**src/design/lsu_pkg.sv**
```systemverilog
`default_nettype none

package lsu_pkg;

    localparam int WORD_W = 32;                // Register and address width
    localparam int BYTE_W = 8;                 // Width of one memory lane
    localparam logic [3:0] R0_IDX = 4'd0;      // Fixed target of disp loads

    typedef logic [WORD_W-1:0] word_t;         // Register value or address
    typedef logic [15:0]       raw_t;          // Raw 16-bit instruction
    typedef logic [3:0]        reg_idx_t;      // GPR number
    typedef logic [1:0]        byte_ofs_t;     // Byte offset in bus word
    typedef logic [3:0]        wmask_t;        // Byte write enables

    typedef enum logic [1:0] {
        SZ_BYTE = 2'd0,                        // 8 bit
        SZ_WORD = 2'd1,                        // 16 bit
        SZ_LONG = 2'd2                         // 32 bit
    } acc_size_t;

    typedef enum logic [2:0] {
        AM_RN,                                 // @Rn or @Rm
        AM_PREDEC,                             // @-Rn
        AM_POSTINC,                            // @Rm+
        AM_DISP_RN,                            // @(disp,Rn)
        AM_R0_RN,                              // @(R0,Rn)
        AM_DISP_GBR,                           // @(disp,GBR)
        AM_R0_GBR                              // @(R0,GBR), byte RMW only
    } addr_mode_t;

    typedef enum logic [1:0] {
        RMW_NONE,
        RMW_AND,
        RMW_OR,
        RMW_XOR
    } rmw_op_t;

    typedef enum logic {
        RMW_READ  = 1'b0,                      // First pass fetches old byte
        RMW_WRITE = 1'b1                       // Second pass stores result
    } rmw_state_t;

    // Access size in bytes, also the pre/post step
    function automatic word_t size_bytes(acc_size_t sz);
        return word_t'(1) << sz;
    endfunction

endpackage

`default_nettype wire

```
**src/design/lsu_e2_if.sv**
```systemverilog
`timescale 1ns/100ps
`default_nettype none

// Access record held between E1 and E2
interface lsu_e2_if
    import lsu_pkg::*;
();

    logic      valid;                          // Request went out last cycle
    logic      is_store;                       // No load data expected
    logic      is_rmw;                         // Byte read-modify-write pass
    acc_size_t size;                           // Extraction width
    byte_ofs_t byte_ofs;                       // Lane offset of the access
    reg_idx_t  wdst;                           // Load destination register

    // Register side
    modport e1 (
        output valid, is_store, is_rmw, size, byte_ofs, wdst
    );

    // Consumer side
    modport e2 (
        input valid, is_store, is_rmw, size, byte_ofs, wdst
    );

endinterface

`default_nettype wire

```
**src/design/lsu_decode.sv**
```systemverilog
`timescale 1ns/100ps
`default_nettype none

module lsu_decode
    import lsu_pkg::*;
(
    input  raw_t       raw,
    input  rmw_state_t rmw_state,
    output logic       is_load,
    output logic       is_store,
    output logic       is_rmw,
    output acc_size_t  size,
    output addr_mode_t mode,
    output reg_idx_t   wdst,
    output rmw_op_t    rmw_op
);

    always_comb
    begin
        is_load  = 1'b0;                       // Not a memory op by default
        is_store = 1'b0;
        is_rmw   = 1'b0;
        size     = SZ_LONG;
        mode     = AM_RN;
        wdst     = raw[11:8];                  // Rn field
        rmw_op   = RMW_NONE;

        casez (raw)
            16'b0010????????0000,              // MOV.x Rm,@Rn
            16'b0010????????0001,
            16'b0010????????0010:
            begin
                is_store = 1'b1;
                size     = acc_size_t'(raw[1:0]);
            end
            16'b0010????????0100,              // MOV.x Rm,@-Rn
            16'b0010????????0101,
            16'b0010????????0110:
            begin
                is_store = 1'b1;
                mode     = AM_PREDEC;
                size     = acc_size_t'(raw[1:0]);
            end
            16'b10000000????????,              // MOV.B R0,@(disp,Rn)
            16'b10000001????????:              // MOV.W R0,@(disp,Rn)
            begin
                is_store = 1'b1;
                mode     = AM_DISP_RN;
                size     = raw[8] ? SZ_WORD : SZ_BYTE;
            end
            16'b0001????????????:              // MOV.L Rm,@(disp,Rn)
            begin
                is_store = 1'b1;
                mode     = AM_DISP_RN;
            end
            16'b0000????????0100,              // MOV.x Rm,@(R0,Rn)
            16'b0000????????0101,
            16'b0000????????0110:
            begin
                is_store = 1'b1;
                mode     = AM_R0_RN;
                size     = acc_size_t'(raw[1:0]);
            end
            16'b11000000????????,              // MOV.x R0,@(disp,GBR)
            16'b11000001????????,
            16'b11000010????????:
            begin
                is_store = 1'b1;
                mode     = AM_DISP_GBR;
                size     = acc_size_t'(raw[9:8]);
            end
            16'b0110????????0000,              // MOV.x @Rm,Rn
            16'b0110????????0001,
            16'b0110????????0010:
            begin
                is_load = 1'b1;
                size    = acc_size_t'(raw[1:0]);
            end
            16'b0110????????0100,              // MOV.x @Rm+,Rn
            16'b0110????????0101,
            16'b0110????????0110:
            begin
                is_load = 1'b1;
                mode    = AM_POSTINC;
                size    = acc_size_t'(raw[1:0]);
            end
            16'b10000100????????,              // MOV.B @(disp,Rm),R0
            16'b10000101????????:              // MOV.W @(disp,Rm),R0
            begin
                is_load = 1'b1;
                mode    = AM_DISP_RN;
                size    = raw[8] ? SZ_WORD : SZ_BYTE;
                wdst    = R0_IDX;
            end
            16'b0101????????????:              // MOV.L @(disp,Rm),Rn
            begin
                is_load = 1'b1;
                mode    = AM_DISP_RN;
            end
            16'b0000????????1100,              // MOV.x @(R0,Rm),Rn
            16'b0000????????1101,
            16'b0000????????1110:
            begin
                is_load = 1'b1;
                mode    = AM_R0_RN;
                size    = acc_size_t'(raw[1:0]);
            end
            16'b11000100????????,              // MOV.x @(disp,GBR),R0
            16'b11000101????????,
            16'b11000110????????:
            begin
                is_load = 1'b1;
                mode    = AM_DISP_GBR;
                size    = acc_size_t'(raw[9:8]);
                wdst    = R0_IDX;
            end
            16'b110011??????????:              // AND/OR/XOR.B #imm,@(R0,GBR)
            begin
                if (raw[9:8] != 2'b00)         // 0xCC is TST.B, not kept
                begin
                    is_rmw   = 1'b1;
                    is_load  = (rmw_state == RMW_READ);   // Read pass
                    is_store = (rmw_state == RMW_WRITE);  // Write pass
                    mode     = AM_R0_GBR;
                    size     = SZ_BYTE;
                    rmw_op   = (raw[9:8] == 2'b01) ? RMW_AND :
                               (raw[9:8] == 2'b11) ? RMW_OR : RMW_XOR;
                end
            end
            default:
            begin
                // Not a load/store of this unit
            end
        endcase
    end

endmodule

`default_nettype wire

```
**src/design/lsu_agen.sv**
```systemverilog
`timescale 1ns/100ps
`default_nettype none

module lsu_agen
    import lsu_pkg::*;
(
    input  word_t      opl,                    // R[raw[7:4]]
    input  word_t      oph,                    // R[raw[11:8]]
    input  word_t      r0,
    input  word_t      gbr,
    input  logic [7:0] imm,
    input  addr_mode_t mode,
    input  acc_size_t  size,
    input  logic       is_load,
    input  logic       is_rmw,
    input  reg_idx_t   rl,
    input  reg_idx_t   rh,
    output word_t      addr,
    output logic       e1_wen,
    output logic       e1_wpending,
    output word_t      e1_wdata,
    output logic       e1_alt_wen,
    output reg_idx_t   e1_alt_wdst,
    output word_t      e1_alt_wdata
);

    word_t step;                               // 1, 2 or 4 bytes
    word_t disp4;                              // Scaled 4-bit displacement
    word_t disp8;                              // Scaled 8-bit displacement
    word_t rn_dec;                             // Rn minus size
    word_t disp_base;
    word_t reg_base;                           // Rm for loads, Rn for stores

    assign step      = size_bytes(size);
    assign disp4     = word_t'(imm[3:0]) << size;
    assign disp8     = word_t'(imm) << size;
    assign rn_dec    = oph - step;
    assign reg_base  = is_load ? opl : oph;
    // MOV.L store has Rn in [11:8], other disp forms in [7:4]
    assign disp_base = (size == SZ_LONG && !is_load) ? oph : opl;

    always_comb
    begin
        case (mode)
            AM_PREDEC:   addr = rn_dec;
            AM_POSTINC:  addr = opl;
            AM_DISP_RN:  addr = disp_base + disp4;
            AM_R0_RN:    addr = reg_base + r0;
            AM_DISP_GBR: addr = gbr + disp8;
            AM_R0_GBR:   addr = gbr + r0;
            default:     addr = reg_base;      // Plain @Rn / @Rm
        endcase
    end

    // Load result arrives in E2, decremented Rn is ready now
    assign e1_wen       = (is_load && !is_rmw) || (mode == AM_PREDEC);
    assign e1_wpending  = is_load && !is_rmw;
    assign e1_wdata     = rn_dec;
    assign e1_alt_wen   = (mode == AM_POSTINC) && (rl != rh);  // Load wins on Rm == Rn
    assign e1_alt_wdst  = rl;
    assign e1_alt_wdata = opl + step;

endmodule

`default_nettype wire

```
**src/design/lsu_store_align.sv**
```systemverilog
`timescale 1ns/100ps
`default_nettype none

module lsu_store_align
    import lsu_pkg::*;
#(
    parameter int DATA_W = 32
) (
    input  byte_ofs_t          addr_lo,
    input  acc_size_t          size,
    input  addr_mode_t         mode,
    input  logic               is_store,
    input  logic               is_rmw,
    input  word_t              wdata,      // Rm operand
    input  word_t              r0,
    input  logic [BYTE_W-1:0]  rmw_byte,   // Modified byte of RMW write pass
    output wmask_t             wmask,
    output logic [DATA_W-1:0]  lane_data
);

    localparam int LANES = DATA_W / 8;

    word_t  src;
    wmask_t mask;

    // R0 is the source for byte/word disp stores and all GBR stores
    assign src = is_rmw ? word_t'(rmw_byte) :
                 (mode == AM_DISP_GBR || (mode == AM_DISP_RN && size != SZ_LONG)) ?
                 r0 : wdata;

    always_comb
    begin
        case (size)
            SZ_BYTE:
            begin
                lane_data = {LANES{src[7:0]}};
                mask      = wmask_t'(1) << addr_lo;
            end
            SZ_WORD:
            begin
                lane_data = {(LANES / 2){src[15:0]}};
                mask      = wmask_t'(3) << {addr_lo[1], 1'b0};  // Halfword aligned
            end
            default:
            begin
                lane_data = {(LANES / 4){src}};
                mask      = '1;
            end
        endcase
    end

    assign wmask = is_store ? mask : '0;       // No lanes on loads

endmodule

`default_nettype wire

```
**src/design/lsu_e2_stage.sv**
```systemverilog
`timescale 1ns/100ps
`default_nettype none

module lsu_e2_stage
    import lsu_pkg::*;
#(
    parameter int DATA_W = 32
) (
    input  logic               clk,
    input  logic               rst,
    input  logic               req_valid,
    input  logic               is_store,
    input  logic               is_rmw,
    input  acc_size_t          size,
    input  byte_ofs_t          addr_lo,
    input  reg_idx_t           wdst,
    input  rmw_state_t         rmw_state,
    input  logic               dm_resp_valid,
    input  logic [DATA_W-1:0]  dm_resp_rdata,
    lsu_e2_if.e1               e2,
    output logic               e2_wen,
    output reg_idx_t           e2_wdst,
    output word_t              e2_wdata,
    output logic               e2_nack,
    output logic [BYTE_W-1:0]  rd_byte
);

    localparam int LANES = DATA_W / 8;

    logic [7:0]  lane [LANES];                 // Response split in bytes
    logic [15:0] ld_half;

    for (genvar i = 0; i < LANES; i++)
    begin : g_lane
        assign lane[i] = dm_resp_rdata[8*i +: 8];
    end

    always_ff @(posedge clk)
    begin
        if (rst)
            e2.valid <= 1'b0;
        else
            e2.valid <= req_valid;             // Already cleared by flush
    end

    always_ff @(posedge clk)
    begin
        e2.is_store <= is_store;
        e2.is_rmw   <= is_rmw;
        e2.size     <= size;
        e2.byte_ofs <= addr_lo;
        e2.wdst     <= wdst;
    end

    assign rd_byte = lane[e2.byte_ofs];
    assign ld_half = {lane[{e2.byte_ofs[1], 1'b1}], lane[{e2.byte_ofs[1], 1'b0}]};

    always_comb
    begin
        case (e2.size)
            SZ_BYTE: e2_wdata = {{24{rd_byte[7]}}, rd_byte};   // Sign extend
            SZ_WORD: e2_wdata = {{16{ld_half[15]}}, ld_half};
            default: e2_wdata = dm_resp_rdata[31:0];
        endcase
    end

    assign e2_wdst = e2.wdst;
    // Replay on no response, and always after the RMW read pass
    assign e2_nack = e2.valid &&
                     (!dm_resp_valid || (e2.is_rmw && rmw_state == RMW_READ));
    assign e2_wen  = e2.valid && dm_resp_valid && !e2.is_store && !e2.is_rmw;

endmodule

`default_nettype wire

```
**src/design/lsu_rmw_ctrl.sv**
```systemverilog
`timescale 1ns/100ps
`default_nettype none

module lsu_rmw_ctrl
    import lsu_pkg::*;
(
    input  logic               clk,
    input  logic               rst,
    lsu_e2_if.e2               e2,
    input  logic               dm_resp_valid,
    input  logic [BYTE_W-1:0]  rd_byte,    // Lane picked in E2
    input  rmw_op_t            rmw_op,     // Op of the instruction in E1
    input  logic [BYTE_W-1:0]  imm_byte,
    output rmw_state_t         rmw_state,
    output logic [BYTE_W-1:0]  rmw_wbyte
);

    logic [BYTE_W-1:0] old_byte;               // Memory byte from the read pass
    logic              pass_done;              // RMW pass got its response

    assign pass_done = e2.valid && e2.is_rmw && dm_resp_valid;

    always_ff @(posedge clk)
    begin
        if (rst)
            rmw_state <= RMW_READ;
        else if (pass_done)
            rmw_state <= (rmw_state == RMW_READ) ? RMW_WRITE : RMW_READ;
    end

    always_ff @(posedge clk)
    begin
        if (pass_done && rmw_state == RMW_READ)
            old_byte <= rd_byte;
    end

    always_comb
    begin
        case (rmw_op)
            RMW_AND: rmw_wbyte = old_byte & imm_byte;
            RMW_OR:  rmw_wbyte = old_byte | imm_byte;
            RMW_XOR: rmw_wbyte = old_byte ^ imm_byte;
            default: rmw_wbyte = old_byte;     // Not an RMW, value unused
        endcase
    end

endmodule

`default_nettype wire

```
**src/design/lsu_top.sv**
```systemverilog
`timescale 1ns/100ps
`default_nettype none

module lsu_top
    import lsu_pkg::*;
#(
    parameter int DATA_W = 32
) (
    input  logic               clk,
    input  logic               rst,
    input  logic               e1_flush,
    input  logic               in_valid,
    input  raw_t               in_raw,
    input  word_t              in_r0,
    input  word_t              in_gbr,
    input  word_t              in_opl,
    input  word_t              in_oph,
    output logic               e1_wen,
    output logic               e1_wpending,
    output reg_idx_t           e1_wdst,
    output word_t              e1_wdata,
    output logic               e1_alt_wen,
    output reg_idx_t           e1_alt_wdst,
    output word_t              e1_alt_wdata,
    output logic               e2_wen,
    output reg_idx_t           e2_wdst,
    output word_t              e2_wdata,
    output logic               e2_nack,
    output word_t              dm_req_addr,
    output logic [DATA_W-1:0]  dm_req_wdata,
    output wmask_t             dm_req_wmask,
    output logic               dm_req_wen,
    output logic               dm_req_valid,
    input  logic [DATA_W-1:0]  dm_resp_rdata,
    input  logic               dm_resp_valid
);

    logic              is_load;
    logic              is_store;
    logic              is_rmw;
    acc_size_t         size;
    addr_mode_t        mode;
    rmw_op_t           rmw_op;
    rmw_state_t        rmw_state;
    logic [BYTE_W-1:0] rmw_wbyte;
    logic [BYTE_W-1:0] rd_byte;

    lsu_e2_if e2_bus ();                       // E1 to E2 record

    assign dm_req_wen   = is_store;
    assign dm_req_valid = in_valid && (is_load || is_store) && !e1_flush;

    lsu_decode u_decode (
        .raw(in_raw), .rmw_state(rmw_state), .is_load(is_load), .is_store(is_store),
        .is_rmw(is_rmw), .size(size), .mode(mode), .wdst(e1_wdst), .rmw_op(rmw_op)
    );

    lsu_agen u_agen (
        .opl(in_opl), .oph(in_oph), .r0(in_r0), .gbr(in_gbr), .imm(in_raw[7:0]),
        .mode(mode), .size(size), .is_load(is_load), .is_rmw(is_rmw),
        .rl(in_raw[7:4]), .rh(in_raw[11:8]), .addr(dm_req_addr),
        .e1_wen(e1_wen), .e1_wpending(e1_wpending), .e1_wdata(e1_wdata),
        .e1_alt_wen(e1_alt_wen), .e1_alt_wdst(e1_alt_wdst), .e1_alt_wdata(e1_alt_wdata)
    );

    lsu_store_align #(.DATA_W(DATA_W)) u_align (
        .addr_lo(dm_req_addr[1:0]), .size(size), .mode(mode), .is_store(is_store),
        .is_rmw(is_rmw), .wdata(in_opl), .r0(in_r0), .rmw_byte(rmw_wbyte),
        .wmask(dm_req_wmask), .lane_data(dm_req_wdata)
    );

    lsu_rmw_ctrl u_rmw (
        .clk(clk), .rst(rst), .e2(e2_bus.e2), .dm_resp_valid(dm_resp_valid),
        .rd_byte(rd_byte), .rmw_op(rmw_op), .imm_byte(in_raw[7:0]),
        .rmw_state(rmw_state), .rmw_wbyte(rmw_wbyte)
    );

    lsu_e2_stage #(.DATA_W(DATA_W)) u_e2 (
        .clk(clk), .rst(rst), .req_valid(dm_req_valid), .is_store(is_store),
        .is_rmw(is_rmw), .size(size), .addr_lo(dm_req_addr[1:0]), .wdst(e1_wdst),
        .rmw_state(rmw_state), .dm_resp_valid(dm_resp_valid),
        .dm_resp_rdata(dm_resp_rdata), .e2(e2_bus.e1), .e2_wen(e2_wen),
        .e2_wdst(e2_wdst), .e2_wdata(e2_wdata), .e2_nack(e2_nack), .rd_byte(rd_byte)
    );

endmodule

`default_nettype wire

```
**config.mk**
```make
export PLATFORM = sky130hd
export DESIGN_NAME = lsu_top
export DESIGN_NICKNAME = d
export VERILOG_FILES = /design/src/design/lsu_pkg.sv /design/src/design/lsu_e2_if.sv /design/src/design/lsu_decode.sv /design/src/design/lsu_agen.sv /design/src/design/lsu_store_align.sv /design/src/design/lsu_e2_stage.sv /design/src/design/lsu_rmw_ctrl.sv /design/src/design/lsu_top.sv
export SDC_FILE = /design/constraint.sdc
export NUM_CORES = 1
export LEC_CHECK = 0
export ABC_CLOCK_PERIOD_IN_PS = 10220
export BUFFER_PORTS_ARGS = -buffer_cell sky130_fd_sc_hd__buf_4
export CORE_AREA = 2 2 143 145
export DETAILED_ROUTE_END_ITERATION = 6
export DIE_AREA = 0 0 145 147
export PLACE_DENSITY = 0.85
export SKIP_CTS_REPAIR_TIMING = 1
export SYNTH_ARGS = -nofsm -noshare
export SYNTH_HDL_FRONTEND = slang
export SYNTH_SLANG_ARGS = --single-unit
```
**constraint.sdc**
```tcl
create_clock -name clk -period 10.22 [get_ports clk]
set_clock_uncertainty 0.1 [all_clocks]
set_input_delay 0.511 -clock clk [delete_from_list [all_inputs] [get_ports clk]]
set_output_delay 0.511 -clock clk [all_outputs]
set_load 0.03 [all_outputs]
```
## Word-level counts from Yosys, hierarchy flattened

Index checks and enable logic that the tools add are counted.
W data, S select, Z words.

| operators by class | value |
|---|---|
| eq/ne operators | 47 |
| magnitude comparators | 3 |
| multiplexer cells | 36 |
| add/sub/neg operators | 6 |
| bitwise logic cells | 7 |
| reduce and logical (&&, ||, !) cells | 37 |
| shifts and indexed selects | 5 |

Operators with widths:

| cell | count |
|---|---|
| $pmux W32 S6 | 1 |
| $add A32 B32 Y32 | 5 |
| $mux W32 | 4 |
| $pmux W32 S2 | 2 |
| $eq A8 B8 Y1 const B | 10 |
| $bmux W8 S2 | 3 |
| $eq A8 B6 Y1 const B | 6 |
| $eq A8 B7 Y1 const B | 6 |
| $mux W8 | 6 |
| $shl A1 B2 Y32 const A | 1 |
| $shl A4 B2 Y32 | 1 |
| $shl A8 B2 Y32 | 1 |
| $sub A32 B32 Y32 | 1 |
| $reduce_or A15 Y1 | 2 |
| $eq A8 B3 Y1 const B | 3 |
| $eq A8 B4 Y1 const B | 3 |
| $pmux W8 S3 | 1 |
| $pmux W3 S6 | 1 |
| $reduce_or A18 Y1 | 1 |
| $reduce_or A6 Y1 | 3 |
| $logic_and A1 B1 Y1 | 14 |
| $eq A3 B3 Y1 const B | 3 |
| $ge A3 B3 Y1 const B | 3 |
| $not A2 Y3 | 3 |
| 29 further kinds | 57 |

| storage, ports and cells | value |
|---|---|
| register bits after elaboration | 20 |
| output and inout port bits | 183 |

## Logic depth before layout (Yosys ltp)

| depth | value |
|---|---|
| word-level depth | 11 |
| depth in mapped cells | 27 |

## Hierarchy

A second synthesis with hierarchy kept.

| second synthesis, totals | value |
|---|---|
| cell total of the unflattened synthesis | 1555 |
| area total of the unflattened synthesis | 11111.9 um^2 |

Modules (own cells, without submodules):

| module | cells each | area each (um^2) | seq. area each (um^2) | instances |
|---|---|---|---|---|
| lsu_agen | 1162 | 7693.6 | 0.0 | 1 |
| lsu_store_align | 151 | 1168.6 | 0.0 | 1 |
| lsu_e2_stage | 127 | 1106.1 | 220.2 | 1 |
| lsu_rmw_ctrl | 64 | 783.3 | 260.2 | 1 |
| lsu_decode | 49 | 344.1 | 0.0 | 1 |
| lsu_top | 2 | 16.3 | 0.0 | 1 |

## Worst setup path after synthesis

OpenSTA, ideal clock, no wires.

| path | value |
|---|---|
| path kind | input -> output |
| start | in in_raw[8] |
| end | out dm_req_addr[18] |
| setup slack | 3.869 ns |
| required time | 9.609 ns |
| path buffers | 5 |
| stages on the path | 25 |
| data arrival time | 5.740 ns |
| cell sequence | inv_1 -> ha_1 -> buf_4 -> a211oi_4 -> nor2_4 -> a221oi_4 -> inv_2 -> nor2_4 -> nand2_4 -> buf_12 -> buf_4 -> buf_4 -> buf_2 -> nand2_1 -> o21ai_0 -> ha_1 -> ha_1 -> o31ai_1 -> or2b_2 -> a21oi_1 -> o31ai_1 -> o21ai_2 -> nor3_1 -> or3b_1 -> a22oi_1 |

| on the way | value |
|---|---|
| longest elaborated chain between the ends | 8 |
| elaborated cells between the ends (all ways) | 41 |
| those cells by class | add/sub (4); eq/ne (17); shift (3); mux (10); reduce/logical (7) |

RTL lines:

| element | RTL line | text |
|---|---|---|
| start, declared | lsu_top.sv:13 | `input raw_t in_raw,` |
| $eq A8 B8 Y1 / $reduce_bool A2 Y1 (equally long branches) | lsu_decode.sv:28, lsu_decode.sv:119 |  |
| $reduce_or A6 Y1 (no line) (tied with other cells) | - |  |
| $pmux W2 S4 / $pmux W1 S2 (equally long branches) | lsu_decode.sv:28 | `casez (raw)` |
| $eq A2 B2 Y1 / $logic_not A1 Y1 (equally long branches) | lsu_agen.sv:40 | `assign disp_base = (size == SZ_LONG && !is_load) ? oph : opl;` |
| $logic_and A1 B1 Y1 | lsu_agen.sv:40 |  |
| $mux W32 | lsu_agen.sv:40 |  |
| $add A32 B32 Y32 | lsu_agen.sv:47 | `AM_DISP_RN: addr = disp_base + disp4;` |
| $pmux W32 S6 * | lsu_agen.sv:44 | `case (mode)` |
| end, declared | lsu_top.sv:29 | `output word_t dm_req_addr,` |

Every way passes the cells marked *; elsewhere a longest branch is shown, timed or not.

## Worst setup path after layout

| path | value |
|---|---|
| start | in in_raw[11] |
| end | out dm_req_addr[27] |

| on the way | value |
|---|---|
| longest elaborated chain between the ends | 8 |
| elaborated cells between the ends (all ways) | 37 |
| those cells by class | add/sub (4); eq/ne (18); shift (3); mux (6); reduce/logical (6) |

RTL lines:

| element | RTL line |
|---|---|
| $eq A8 B8 Y1 | lsu_decode.sv:28 |
| $reduce_or A6 Y1 (no line) (tied with other cells) | - |
| $pmux W2 S4 / $pmux W1 S2 (equally long branches) | lsu_decode.sv:28 |
| $eq A2 B2 Y1 / $logic_not A1 Y1 (equally long branches) | lsu_agen.sv:40 |
| $logic_and A1 B1 Y1 | lsu_agen.sv:40 |
| $mux W32 | lsu_agen.sv:40 |
| $add A32 B32 Y32 | lsu_agen.sv:47 |
| $pmux W32 S6 * | lsu_agen.sv:44 |

Marked as above.

==> impl_metrics.env <==
export IMPL_grt_setup_unrepaired="false"
export IMPL_power_density_nw_per_um2=84.7
export IMPL_placementRows=52
export IMPL_hold_viol=0
export IMPL_place_ws_ns=2.47
export IMPL_final_cells=2063
export IMPL_vias=14000
export IMPL_drt_total_wl_um=51800
export IMPL_yosys_area_top_type="ha_1"
export IMPL_track_usage_pct=46.1
export IMPL_crit_fanout=33
export IMPL_ys_flop_type="dfxtp_1"
export IMPL_dpl_cell_count=2058
export IMPL_yosysMostFrequentCell="nand2_1"
export IMPL_synthXorXnorAreaFrac_pct=11.9
export IMPL_worstPathArrival_ns=7.45
export IMPL_cts_tree="yes"
export IMPL_dieArea_um2=21300
export IMPL_switchingPower_mw=0.618
export IMPL_violations="design-rule violations"
export IMPL_drive_gt1_share_pct=24.9
export IMPL_yosys_area_top_type_share_pct=9.19
export IMPL_max_freq_ghz=0.124
export IMPL_drcViolationCount=1
export IMPL_ctsLongestPathBuffers=2
export IMPL_synthArstFlopShare_pct=0
export IMPL_viasPerCell=6.77
export IMPL_grt_pass1_vias=12800
export IMPL_cpPeakStageDelay_ns=0.92
export IMPL_relSlewSlack_pct=24.2
export IMPL_clock_sinks=20
export IMPL_yosysSeqAreaShare_pct=4.53
export IMPL_multiInputGateArea_um2=9290
export IMPL_ys_types=102
export IMPL_area_delta_synth_final_pct=24.8
export IMPL_synth_simple_area_share_pct=24.9
export IMPL_hold_path_class="input port to flop"
export IMPL_synth_area_leaders="ha_1 (9.2%), mux2i_1 (7.2%), nand2_1 (6.8%)"
export IMPL_syn_nets=1798
export IMPL_initial_core_util_pct=53.5
export IMPL_worstPathRequired_ns=9.61
export IMPL_sw_frac_of_total_pct=55.1
export IMPL_fin_ws_ns=2.16
export IMPL_syn_inst=1536
export IMPL_ir_worst_vdd_mv=0.110
export IMPL_root_buffer="clkbuf_16"
export IMPL_total_power_mw=1.12
export IMPL_clkPwrFrac_pct=9.8
export IMPL_total_leakage_power_nw=5.98
export IMPL_cap_violations=0
export IMPL_post_route_min_period_ns=8.06
export IMPL_synth_area_um2=10600
export IMPL_period_share_pct=78.9
export IMPL_finish_instance_area_um2=13200
export IMPL_h_tree_depth=1
export IMPL_power_frac_comb_pct=81.8
export IMPL_crit_chain="buf_4, or4b_4, nor2_4, a221oi_4, o21ai_4, buf_4, mux2i_1, a21oi_1, ha_1, a21o_1, or4_1, a211oi_1, a2bb2oi_1, o21ai_0, a2111oi_0, nor2_1, xor2_1, a221oi_1, a32oi_1, buf_4"
export IMPL_die_w_um=145
export IMPL_slew_viol_final=0
export IMPL_dpl_cell_area_um2=13100
export IMPL_fillCellCount=1775
export IMPL_status="finished, violations left"
export IMPL_synth_compound_area_share_pct=30.7
export IMPL_die_y_um=147
export IMPL_timing_setup_tns_ns=0
export IMPL_route_detailed_wl_per_inst_um=25.1
export IMPL_yosysWarnings=0
export IMPL_cts_buffers=3
export IMPL_whs_ns=0.333
export IMPL_yosys_top_cells_count="nand2_1 (193), nor2_1 (137), a21oi_1 (122)"
export IMPL_core_um2=19800
export IMPL_grt_antenna_before_repair=1
export IMPL_fin_util_pct=66.7
export IMPL_finalWeightedCongestion=1.07
export IMPL_clk_latency_ns=0.26
export IMPL_grt_overflow=0
export IMPL_synth_top_family_by_area="compound AO/OA/AOI/OAI gates"
export IMPL_ant_nets=0
export IMPL_boundaryPins=364
export IMPL_drt_iter0_drc=2242
export IMPL_synthAdderAreaFrac_pct=9.85
export IMPL_crit_top_cell="buf_4"
export IMPL_portBuffers=363
export IMPL_drtPass1Iterations=7
export IMPL_path_clk_slew_ns=0.06
export IMPL_critPathLaunchType="input port"
export IMPL_regArea_um2=480
export IMPL_end_kind="output pin"
export IMPL_syn_area_per_cell_um2=6.91
export IMPL_nNetsFinal=2055
export IMPL_p_int_mw=0.504
export IMPL_setup_violations=0
export IMPL_p_seq_share_pct=8.5
export IMPL_synth_mux_area_share_pct=9.92
export IMPL_worst_pin_slew_ns=1.13
export IMPL_path_class="input port to output pin"
export IMPL_synth_edf_count=8
export IMPL_dp_hpwl_um=42300
export IMPL_ys_seq_elements=20
export IMPL_cp_slowest_cell="a2111oi_0"
export IMPL_grt_max_degree=66
export IMPL_grt_pass1_wl_um=77100
critical path: cells and delay by family:
kind	cells	cell delay (ns)
and+or+nand+nor	4	1.92
buffers and inverters	3	0.89
muxes	1	0.47
AOI/OAI and AO/OA	10	3.06
adders and majority gates	1	0.38
xor gates and xnor gates	1	0.19
cells by family after synthesis:
group                      Yosys count
and+or+nand+nor                    549
AOI/OAI and AO/OA                  467
buffers and inverters              180
xor gates and xnor gates           144
muxes                               94
adders and majority gates           82
DFF                                 20
power by group through the flow:
| stage | Clock (mW) | Sequential [mW] | Combinational [mW] |
|---|---|---|---|
| global route | 0.111 | 0.0960 | 0.959 |
| finish | 0.110 | 0.0951 | 0.917 |
| floorplan | 0 | 0.0916 | 0.575 |
| CTS | 0.109 | 0.0951 | 0.888 |
| global placement | 0 | 0.0965 | 0.877 |
| detailed placement | 0 | 0.0967 | 0.883 |
area by class of cell:
type	count	share of cell area, %
Clock inverter	1	0.227
Clock buffer	3	0.567
Tap cell	270	2.55
Antenna cell	1	0.0189
Multi-Input combinational cell	1336	70.1
Sequential cell	20	3.63
Inverter	57	1.62
Timing Repair Buffer	375	21.3
path summary, 6_finish.rpt:
| kind | from | endpoint | slack [ns] | cells after the start |
|---|---|---|---|---|
| worst max-delay path | in_raw[11] | dm_req_addr[27] | 2.16 | 20 |
| worst min-delay path | in_raw[11] | u_e2.e2.wdst[3] | 0.33 | 1 |
| worst max register to register | u_rmw.rmw_state | u_e2.e2.byte_ofs[1] | 6.83 | 10 |
| worst min register to register | u_e2.e2.valid | u_rmw.rmw_state | 0.54 | 3 |
state kept, by name, indices dropped and copies added (netlist names):
register          cells
u_e2.e2.byte_ofs      2
u_e2.e2.is_rmw        1
u_e2.e2.is_store      1
u_e2.e2.size          2
u_e2.e2.valid         1
u_e2.e2.wdst          4
u_rmw.old_byte        8
u_rmw.rmw_state       1
placed cells by master, fill, tap and decap left out, types with 7 or more instances in the layout:
cell type | Yosys | routed
o21bai_1 | 9 | 9
o31ai_1 | 11 | 10
o221ai_1 | 21 | 21
a221oi_1 | 29 | 29
nand4_1 | 25 | 25
mux4_2 | 8 | 8
edfxtp_1 | 8 | 8
a31oi_1 | 30 | 30
ha_1 | 78 | 78
nor2_1 | 137 | 137
and2_1 | 10 | 10
xor2_1 | 63 | 63
nand3_1 | 47 | 47
xnor2_1 | 81 | 81
dfxtp_1 | 12 | 12
nand2_1 | 193 | 193
or3_1 | 9 | 8
buf_4 | 9 | 375
a22oi_1 | 20 | 20
nor3_1 | 31 | 30
mux2_2 | 10 | 10
a21oi_1 | 122 | 122
o211ai_1 | 7 | 7
mux2i_1 | 76 | 76
o21ai_0 | 70 | 70
nor4_1 | 16 | 14
a22o_1 | 7 | 7
nand2b_1 | 12 | 12
inv_1 | 53 | 53
a21o_1 | 53 | 53
a211oi_1 | 17 | 17
and3_1 | 18 | 18
routing by layer:
layer / up-vias / part of all wire [%] / track usage, %
met5: - / 0 / 0
met4: 0 / 5.1 / 19.2
met3: 192 / 15 / 11.8
met2: 1264 / 42 / 70.8
met1: 6344 / 38 / 61.7
li1: 6173 / - / -
No activity file was read; power rests on OpenSTA's default activity.
